==> src/hw/boot_link_pkg.sv <==
/* GPIO link protocol: request packet, read word layout, register select,
   frame markers and command words */
`default_nettype none

package boot_link_pkg;

    // GPIO register selected by a request
    typedef enum logic [5:0] {
        GPIO_ODATA = 6'h00,
        GPIO_IDATA = 6'h05
    } gpio_data_type_e;

    typedef struct packed {
        logic            access;
        logic            rw;       // High for a write
        gpio_data_type_e data_type;
        logic [31:0]     wr_data;
    } gpio_req_t;

    // Read register as seen from the controller
    typedef struct packed {
        logic [15:0] data;
        logic [1:0]  rsvd_hi;
        logic        strobe;       // One new word per cycle
        logic [4:0]  rsvd_mid;
        logic        wake_ack;
        logic [6:0]  rsvd_lo;
    } gpio_rword_t;

    localparam logic [15:0] FRAME_HEADER  = 16'h7A7A;
    localparam logic [15:0] FRAME_TRAILER = 16'hB9B9;
    localparam logic [31:0] WAKE_CMD      = 32'h0000_0040;
    localparam int          TRIGGER_BIT   = 12;  // ID index sits just below

endpackage

`default_nettype wire

==> src/hw/boot_id_pkg.sv <==
/* Chip identity widths, memory slots, SHA and memory request structs,
   boot sequencer states */
`default_nettype none

package boot_id_pkg;

    localparam int ID_W         = 256;
    localparam int WORDS_PER_ID = 16;
    localparam int MEM_ADDR_W   = 3;

    typedef enum logic [MEM_ADDR_W-1:0] {
        MCSE_ID_SLOT = 3'd0,
        IP_ID_SLOT   = 3'd1
    } mem_slot_e;

    typedef struct packed {
        logic                  wr_en;
        logic [MEM_ADDR_W-1:0] addr;
        logic [ID_W-1:0]       data;
    } mem_wr_t;

    typedef struct packed {
        logic              init;
        logic              next;
        logic [2*ID_W-1:0] block;  // Upper half is the higher ID
    } sha_req_t;

    typedef enum logic [3:0] {
        BOOT_INIT, MCSE_GEN, MCSE_STORE, BUS_WAKE, WAKE_WAIT,
        IPID_TRIGGER, IPID_RECEIVE, IPID_HASH, IPID_STORE, BOOT_DONE
    } boot_state_e;

endpackage

`default_nettype wire

==> src/hw/chip_id_sequencer.sv <==
/* Boot flow FSM: MCSE ID, bus wake, IP ID triggers and receive, hash and
   store ordering, boot_done */
`timescale 1ns/10ps
`default_nettype none

module chip_id_sequencer
    import boot_link_pkg::*;
    import boot_id_pkg::*;
#(
    parameter int IPID_COUNT = 16,
    localparam int IDX_W = $clog2(IPID_COUNT)
) (
    input  logic                clk,
    input  logic                rst,
    input  logic [ID_W-1:0]     cam_puf,
    input  logic [ID_W-1:0]     sha_puf,
    input  gpio_rword_t         gpio_rdata,
    output gpio_req_t           gpio_req,
    output logic                listen,
    output logic [IDX_W-1:0]    id_index,
    input  logic                frame_ok,
    input  logic                frame_bad,
    output logic                hash_start,
    input  logic                hash_done,
    input  logic [ID_W-1:0]     digest,
    output logic                store_req,
    output mem_slot_e           store_slot,
    output logic [ID_W-1:0]     store_data,
    input  logic                store_done,
    output logic                boot_done
);

    boot_state_e        state;
    logic [IDX_W-1:0]   id_cnt;
    logic [31:0]        trig_word;

    function automatic gpio_req_t gpio_pkt(input logic rw, input gpio_data_type_e dtype,
                                           input logic [31:0] data);
        return '{access: 1'b1, rw: rw, data_type: dtype, wr_data: data};
    endfunction

    always_comb begin
        trig_word = '0;
        trig_word[TRIGGER_BIT] = 1'b1;
        trig_word[TRIGGER_BIT-1 -: 4] = 4'(id_cnt);
    end

    assign listen   = (state == IPID_RECEIVE);
    assign id_index = id_cnt;

    always_ff @(posedge clk or negedge rst) begin
        if (!rst) begin
            state      <= BOOT_INIT;
            gpio_req   <= '0;
            id_cnt     <= '0;
            hash_start <= 1'b0;
            store_req  <= 1'b0;
            boot_done  <= 1'b0;
        end else begin
            hash_start <= 1'b0;
            store_req  <= 1'b0;
            case (state)
                BOOT_INIT: begin
                    gpio_req <= gpio_pkt(1'b0, GPIO_IDATA, '0);
                    state    <= MCSE_GEN;
                end
                MCSE_GEN: begin
                    store_req <= 1'b1;
                    state     <= MCSE_STORE;
                end
                MCSE_STORE: if (store_done) state <= BUS_WAKE;
                BUS_WAKE: begin
                    gpio_req <= gpio_pkt(1'b1, GPIO_ODATA, WAKE_CMD);
                    state    <= WAKE_WAIT;
                end
                WAKE_WAIT: begin
                    gpio_req <= gpio_pkt(1'b0, GPIO_IDATA, '0);
                    if (gpio_rdata.wake_ack) state <= IPID_TRIGGER;
                end
                IPID_TRIGGER: begin
                    gpio_req <= gpio_pkt(1'b1, GPIO_ODATA, trig_word);
                    state    <= IPID_RECEIVE;
                end
                IPID_RECEIVE: begin
                    gpio_req <= gpio_pkt(1'b0, GPIO_IDATA, '0);
                    if (frame_ok || frame_bad) begin
                        gpio_req <= gpio_pkt(1'b1, GPIO_ODATA, '0);  // Closes the frame
                        state    <= IPID_TRIGGER;  // Bad frame asks again
                    end
                    if (frame_ok && id_cnt == IDX_W'(IPID_COUNT - 1)) begin
                        hash_start <= 1'b1;
                        state      <= IPID_HASH;
                    end else if (frame_ok) begin
                        id_cnt <= id_cnt + 1'b1;
                    end
                end
                IPID_HASH: begin
                    gpio_req <= gpio_pkt(1'b0, GPIO_IDATA, '0);
                    if (hash_done) begin
                        store_req <= 1'b1;
                        state     <= IPID_STORE;
                    end
                end
                IPID_STORE: begin
                    if (store_done) begin
                        boot_done <= 1'b1;
                        state     <= BOOT_DONE;
                    end
                end
                BOOT_DONE: state <= BOOT_DONE;
                default:   state <= BOOT_INIT;
            endcase
        end
    end

    always_ff @(posedge clk) begin
        if (state == MCSE_GEN) begin
            store_slot <= MCSE_ID_SLOT;
            store_data <= cam_puf ^ sha_puf;  // MCSE ID
        end else if (state == IPID_HASH && hash_done) begin
            store_slot <= IP_ID_SLOT;
            store_data <= digest;
        end
    end

endmodule

`default_nettype wire

==> config.mk <==
export PLATFORM = sky130hd
export DESIGN_NAME = chip_id_sequencer
export DESIGN_NICKNAME = d
export VERILOG_FILES = /design/src/hw/boot_link_pkg.sv /design/src/hw/boot_id_pkg.sv /design/src/hw/chip_id_sequencer.sv
export SDC_FILE = /design/constraint.sdc
export NUM_CORES = 1
export LEC_CHECK = 0
export ABC_CLOCK_PERIOD_IN_PS = 20000
export BUFFER_PORTS_ARGS = -buffer_cell sky130_fd_sc_hd__buf_2
export CELL_PAD_IN_SITES_DETAIL_PLACEMENT = 1
export CELL_PAD_IN_SITES_GLOBAL_PLACEMENT = 1
export CORE_AREA = 2 2 427 429
export DETAILED_ROUTE_END_ITERATION = 10
export DIE_AREA = 0 0 429 431
export PLACE_DENSITY_LB_ADDON = 0.1
export SLEW_MARGIN = 15
export SYNTH_ARGS = -nofsm -noshare
export SYNTH_HDL_FRONTEND = slang
export SYNTH_SLANG_ARGS = --single-unit
export TNS_END_PERCENT = 5
==> constraint.sdc <==
create_clock -name clk -period 20 [get_ports clk]
set_input_delay 1 -clock clk [delete_from_list [all_inputs] [get_ports clk]]
set_output_delay 1 -clock clk [all_outputs]
set_load 0.02 [all_outputs]
Yosys cells after proc, flatten, opt, wreduce, memory -nomap -nowiden
Index checks and enable logic that the tools add are counted.
- output and inout port bits: 307
- word-level logic and storage cells: 54
- flip-flop bits (word level): 308
- eq/ne operators: 15
- bitwise gates (word level): 2
- multiplexer cells: 15
- add/sub/neg operators: 1
- reduce and logical (&&, ||, !) cells: 10
- operators by type and width (cell ; number):
    2-to-1 mux 256 bit ; 2
    bitwise XOR 256 bit ; 1
    case mux 40 bit (4 select lines) ; 1
    case mux 4 bit (10 select lines) ; 1
    2-to-1 mux 39 bit ; 1
    2-to-1 mux 4 bit ; 6
    == test 4 x 3 -> 1 bit, second input constant ; 4
    == test 4 bit, second input constant ; 3
    == test 4 x 2 -> 1 bit, second input constant ; 2
    != test 2 bit, second input constant ; 4
    AND reduction 5 bit ; 1
    adder 4 x 1 -> 4 bit, second input constant ; 1
    == test 4 x 1 -> 1 bit, second input constant ; 1
    logical NOT 4 bit ; 1
    nonzero test 4 bit ; 1
    2-to-1 mux 1 bit ; 3
    != test 3 x 1 -> 1 bit, second input constant ; 1
    AND reduction 3 bit ; 1
    OR reduction 3 bit ; 1
    logical AND 1 bit ; 2
    case mux 1 bit (2 select lines) ; 1
    AND reduction 2 bit ; 1
    nonzero test 2 bit ; 1
    logical OR 1 bit ; 1
    inverter 1 bit ; 1

Longest topological paths before layout
Gate-level depths: netlist of the first run.
- depth after elaboration: 4
- depth in mapped cells: 7
- gate-level depth less buffers: 5

Worst setup path before layout of the first run
OpenSTA, ideal clock, no wires.
- kind: input -> register
- start point: input port hash_done
- end point: register store_data[0], enable pin
- cell stages on the path: 2
- data arrival time: 19733 ps
- setup slack: -984 ps
- path buffers: 0
- cell sequence: nand2_1 a211oi_1
- longest elaborated chain between the ends: 2
- RTL lines (what ; RTL line ; text):
    start, declared ; chip_id_sequencer.sv:24 ; input logic hash_done,
    logical AND 1 bit ; chip_id_sequencer.sv:120 ; end else if (state == IPID_HASH && hash_done) begin
    nonzero test 2 bit (no source line) ; -- ;
    end signal, assigned ; chip_id_sequencer.sv:119 ; store_data <= cam_puf ^ sha_puf;
    end signal, assigned ; chip_id_sequencer.sv:122 ; store_data <= digest;
    end, declared ; chip_id_sequencer.sv:28 ; output logic [ID_W-1:0] store_data,
Every way passes these cells.
A chain may end at the register's enable or synchronous reset.

Worst setup path in the final report of the first run
- start point: register state[2]
- end point: register store_data[145], enable pin
- longest elaborated chain between the ends: 3
- elaborated cells between the ends (all ways): 4
- classes of those cells: 2 x eq/ne; 2 x reduce/logical
- RTL lines (what ; RTL line ; text):
    start, declared ; chip_id_sequencer.sv:33 ; boot_state_e state;
    start signal, assigned ; chip_id_sequencer.sv:53 ; state <= BOOT_INIT;
    start signal, assigned ; chip_id_sequencer.sv:65 ; state <= MCSE_GEN;
    start signal, assigned ; chip_id_sequencer.sv:69 ; state <= MCSE_STORE;
    == test 4 x 3 -> 1 bit ; chip_id_sequencer.sv:120 ;
    logical AND 1 bit ; chip_id_sequencer.sv:120 ;
    nonzero test 2 bit (no source line) * ; -- ;
Every way passes the cells marked *; elsewhere a longest branch is shown, timed or not.

==> metrics, run 1 <==
status complete, no violations; Synth Register Bits 277; critical path endpoint store_data[145]$_DFFE_PP_; Max VDD drop roughly 0.0001 V; layout cells sized above 1 roughly 50%; Finished Core Util approximately an eighth; hold_buf cts 0; drt drc 0; CP startpoint state[2]$_DFFE_PN0P_; WHS around 0.36 ns; Syn Inst Count 1,223; Pint about 1800 uW; Switching Fraction ~42%; Design Area, Final 23,100 um^2; largest net degree at the start of global routing 200; Crit Path Class flop to flop; CTS Buffer Depth 3; post-route clock period utilization roughly 22%; cell row count between 150 and 200; Post-synth top cells a21oi_1, nor2_1, xnor2_1, edfxtp_1, buf_2; Iter 0 DRT Violations 566; crit path DAT between 4 and 5 ns; final setup fails 0; Die Footprint roughly 180,000 um^2; Initial Utilization approximately 7.6%; total power roughly 3100 uW; all-layer global routing usage under 10%; Clock Skews roughly 0.020 ns; Worst R2R End store_data[145]$_DFFE_PP_; post-DP HPWL 75,100 um; H-Tree Depth 2; Lkg Pwr between 0.009 and 0.01 uW; Die Wd around 430 um; gpl congestion between 0.8 and 0.9; CTS tree done; post-synth top area cell edfxtp_1; clock-pin slew on the worst setup and hold paths around 0.07 ns; routed length per placed instance 19.1 um; max-slew violations 0; placed inst area 21,600 um^2; Synth area leaders edfxtp_1, xnor2_1, a21oi_1, nor2_1, dfrtp_1; R2R cell count 5; Hold Vio Cnt, Final 0; Routed WL just under 90,000 um; element type at the critical path end flop; unrepaired setup endpoints after global routing no; Pwr Density between 100 and 150 nW/um^2; Avg Inst Size Synth about 11 um^2; Async S/R FF share, synth 7.22%; Clock Power Share 25.6%; Slew HR 33.7%; Worst-Skew Late Latency around 0.60 ns; Clock Sinks 277; fmax roughly 230 MHz; post-cts gate resize count 0; core area ~180,000 um^2; Nets around 3,100; R2R Setup Slk 15.69 ns; vias in the first global route around 14,000; register area share after synthesis 59.7%; fin crit period between 4 and 5 ns; Root Buffer clkbuf_16; post-synth top area share between 50% and 60%; antenna violations before repair 12; Psw between 1000 and 1500 uW; CP Max Fanout 56; total grt overflow 0; Flop pwr share 34.7%; main flop type after synthesis edfxtp_1; number of buffers added on ports between 1,000 and 1,500; vias 13,300; Worst Tran Pin Value 0.995 ns; Setup Buffers After CTS 0; Post-synth EDFFs around 260; height of the die about 430 um; post-synthesis cell type count 40; Worst setup SP type flop; Comb power frac around two fifths; Synth warnings 0; total negative slack 0 ns; reg2reg start state[2]$_DFFE_PN0P_; Max Cap Violations 0; Post-Syn Area around 14,000 um^2; # IOs 1,113; Vias/cell about 2.8; hold crit path type input port to asynchronous set/reset pin; first-pass GRT wire length between 100,000 and 150,000 um; Initial DRT Pass Iterations 4; layout filler cell count between 20,000 and 25,000; CTS Buf Count 45; Post-DRT Antenna Nets 0; Area growth syn-to-layout 67.7%; CP required 20.21 ns
placed cells by master, fill, tap and decap left out, types with 9 or more instances in the layout:
cell type / synthesis / final
clkbuf_16: 0 / 47
o21ai_0: 12 / 12
nor2_1: 263 / 263
a21oi_1: 263 / 263
conb_1: 1 / 32
nand2_1: 10 / 10
clkinv_1: 0 / 9
dfrtp_1: 20 / 20
edfxtp_1: 256 / 256
xnor2_1: 259 / 259
buf_2: 54 / 1049
clkbuf_1: 9 / 12
sequential cells by signal (all words and copies together) (netlist names):
name,count
store_slot,1
id_index,4
store_data,256
boot_done,1
hash_start,1
gpio_req,9
state,4
store_req,1
worst min-delay path by stage:
stage               depth (start not counted)  slack [ns]                        from                          to
floorplan                                   2        0.56  store_slot[0]$_SDFFE_PN0P_  store_slot[0]$_SDFFE_PN0P_
CTS                                         1        0.32                         rst     gpio_req[9]$_DFFE_PN0P_
global placement                            1        0.46       boot_done$_DFFE_PN0P_       boot_done$_DFFE_PN0P_
global route                                1        0.35                         rst     gpio_req[9]$_DFFE_PN0P_
finish                                      1        0.36                         rst     gpio_req[9]$_DFFE_PN0P_
detailed placement                          1        0.46       boot_done$_DFFE_PN0P_       boot_done$_DFFE_PN0P_
power groups by stage:
stage / clock [uW] / combinational, uW / sequential, uW
2_1_floorplan: 0 / 435 / 1400
3_3_place_gp: 0 / 1280 / 1090
3_5_place_dp: 0 / 1280 / 1090
4_1_cts: 845 / 1280 / 1080
5_1_grt: 856 / 1340 / 1100
6_report: 788 / 1220 / 1070
cell type report:
cell class | count | area, um^2 | share of cell area (%)
antenna | 5 | 12.5 | 0.0542
tap | 2370 | 2970 | 12.9
clock inverter | 20 | 174 | 0.754
clock buffer | 61 | 1250 | 5.41
inverter | 2 | 7.51 | 0.0325
timing repair buffer | 1057 | 5350 | 23.2
sequential | 277 | 8210 | 35.6
multi-input combinational | 877 | 5110 | 22.1
logic make-up after synthesis:
| kind of cell | count (synthesis) | share of synthesized area [%] |
|---|---|---|
| multiplexers | 1 | 0.0819 |
| AO/OA/AOI/OAI | 292 | 11.0 |
| flip-flops | 277 | 59.7 |
| AND/OR/NAND/NOR | 291 | 8.44 |
| XOR/XNOR | 260 | 16.6 |
| other | 1 | 0.0273 |
| buffers and inverters | 100 | 4.13 |
| adder cells (fa/ha/maj) | 1 | 0.0910 |
metrics by stage:
stage	cells	worst slack, ns
5_1_grt	4668	15.27
6_report	4669	15.69
3_3_place_gp	4583	15.33
3_5_place_dp	4583	15.34
4_1_cts	4664	15.51
2_1_floorplan	1254	7.94
metal layers:
metal	share of wire (%)	track usage, %	routed length [um]	vias to the layer above
li1	-	-	-	6271
met1	36	9.56	31800	6374
met2	55	17.7	49300	557
met3	6.9	2.62	6150	90
met4	2.1	2.50	1840	4
met5	0.030	0	27	-
critical path: stages (launching register included):
cell and delay (ns):
dfrtp_1 0.79, nand2_1 0.27, a211oi_4 0.73, buf_4 0.49, buf_4 0.70, buf_4 0.75
(Power assumes the default switching activity.)
==> inputs of run 2 (changes only) <==
ABC_CLOCK_PERIOD_IN_PS = 3850   (was 20000)
clock period = 3.85 ns   (was 20 ns; I/O delays follow)
==> metrics, run 2 (synthesis results as in run 1) <==
commonest cells after routing, fill and taps aside buf_2, dlygate4sd3_1, nor2_1, a21oi_1, xnor2_1; Worst Tran Pin Value 0.789 ns (-0.206 ns); Worst-Skew Late Latency 0.59 ns (about the same); CP required 4.18 ns (-16.03 ns); post-route clock period utilization 78.5% (+57 points); Final Worst Setup Slack 0.830 ns (-14.86 ns); most frequent CP cell buf_12; Clock Sinks 277 (unchanged); dpl ws 1.25 ns (-14.09 ns); WHS 0.0432 ns (-0.320 ns); Vias/cell 2.93 (+2.8%); routing usage on met1 9.27% (-0.29 points); vias 14,900 (+12%); final setup fails 0 (unchanged); Initial Utilization 7.63% (unchanged); total grt overflow 0 (unchanged); Clock Skews 0.0171 ns (-0.00304 ns); CTS Buf Count 43 (-4.4%); placed cells 4,598 (+0.33%); first-pass GRT wire length 121,000 um (+3.0%); Die Footprint 185,000 um^2 (unchanged); Die Wd 429 um (unchanged); Worst setup SP type flop; largest net degree at the start of global routing 99 (-51%); critical path's largest stage delay 0.72 ns (-0.07 ns); cell row count 156 (unchanged); CP top delay family buffers and inverters; unrepaired setup endpoints after global routing no; Lkg Pwr 0.0110 uW (+19%); CP startpoint state[0]$_DFFE_PN0P_; CP cell instances nand2b_4 -> nor3_4 -> buf_12 -> buf_12 -> a21oi_1 -> dlygate4sd3_1; hold crit path type input port to flop; Biggest register store_data; height of the die 431 um (unchanged); Slowest-stage cell, CP dfrtp_1; Worst R2R End store_data[200]$_DFFE_PP_; Crit. path cell count 6 (+1); GRT met2 Usage 17.9% (+0.22 points); worst path bufs/invs 3 (unchanged); crit path DAT 3.35 ns (-1.17 ns); antenna violations before repair 14 (+2); Nets 3,504 (+14%); status complete, no violations; GR peak layer met2; Slew HR 47.4% (+14 points); Hold Vio Cnt, Final 0 (unchanged); Pwr Density 616 nW/um^2 (+360%); # IOs 1,113 (unchanged); Max VDD drop 0.000329 V (+230%); CTS Buffer Depth 3 (unchanged); drt drc 0 (unchanged); reg2reg start state[0]$_DFFE_PN0P_; Setup Buffers After CTS 0 (unchanged); Iter 0 DRT Violations 454 (-20%); fmax 331 MHz (+43%); Area growth syn-to-layout 99.2%; all-layer global routing usage 9.21% (+0.033 points); number of buffers added on ports 1,049 (unchanged); critical path endpoint store_data[200]$_DFFE_PP_; CP Max Fanout 98 (+75%); CTS tree done; R2R cell count 6 (+1); met3 usage 2.96% (+0.34 points); Finished Core Util 15.2% (+2.4 points); max FFs per register 256 (unchanged); post-cts gate resize count 0 (unchanged); final std cells w/o fill 5,094 (+9.1%); total power 16,900 uW (+450%); fin crit period 3.02 ns (-1.29 ns); element type at the critical path end flop; layout cells sized above 1 41.4% (-7.5 points); commonest non-fill, non-tap cell in the layout buf_2; Max Cap Violations 0 (unchanged); R2R Setup Slk 0.83 ns (-14.86 ns); vias in the first global route 16,300 (+13%); biggest regs store_data x256, gpio_req x9; post-DP HPWL 74,400 um (-1.0%); gpl congestion 0.829 (-6.2%); Initial DRT Pass Iterations 4 (unchanged); max-slew violations 0 (unchanged); core area 180,000 um^2 (unchanged); clock-pin slew on the worst setup and hold paths 0.05 ns (-0.02 ns); routed length per placed instance 17.5 um (-8.3%); Crit Path Class flop to flop; Routed WL 89,200 um (about the same); Post-DRT Antenna Nets 0 (unchanged); H-Tree Depth 2 (unchanged); Root Buffer clkbuf_16
## run 2: area by class of cell
class,instances,area (um^2)
fill,21300,153000
multi-input combinational,877,5110
sequential,277,8210
clock inverter,12,129
tap,2370,2970
clock buffer,56,1170
inverter,2,7.51
antenna,4,10.0
timing repair buffer,1496,9790
## run 2: per-layer routing
metal	wire length [um]	up-vias	part of all wire (%)
met3	6900	99	7.7
li1	-	7126	-
met1	30800	7115	35
met2	49300	575	55
met5	13	-	0.015
met4	2190	2	2.5
## run 2: worst min path at each step
stage | start | to | slack (ns) | cells past startpoint
after detailed placement | rst | store_req$_DFF_PN0_ | 0.21 | 1
final | cam_puf[196] | store_data[196]$_DFFE_PP_ | 0.04 | 3
after global placement | rst | store_req$_DFF_PN0_ | 0.22 | 1
after global routing | digest[185] | store_data[185]$_DFFE_PP_ | 0.003 | 3
after CTS | sha_puf[233] | store_data[233]$_DFFE_PP_ | 0.001 | 3
after floorplan | rst | boot_done$_DFFE_PN0P_ | -0.10 | 0
## run 2: worst reg2reg max path, delay by kind of cell (launching register included)
kind                   cells  cell delay (ns)
buffers and inverters      3             1.43
flip-flops                 1             0.72
AND/OR/NAND/NOR            2             0.44
AO/OA/AOI/OAI              1             0.16
## run 2: through the flow
step,TNS [ns],cell area (um^2)
finish,0,27400
global placement,0,21800
CTS,0,27400
floorplan,-1014.01,13900
global route,0,27400
detailed placement,0,21800
## run 2: power by group
part	switching [uW]	internal, uW	leakage, uW
logic	4800	2770	0.00772
registers	463	5000	0.00263
clock network	1550	2300	0.000627
total	6820	10100	0.0110
## run 2: what timing repair did
action | CTS | global route
hold buffers | 424 | 0
setup endpoints to repair | 0 | 0
hold endpoints to repair | 275 | 0
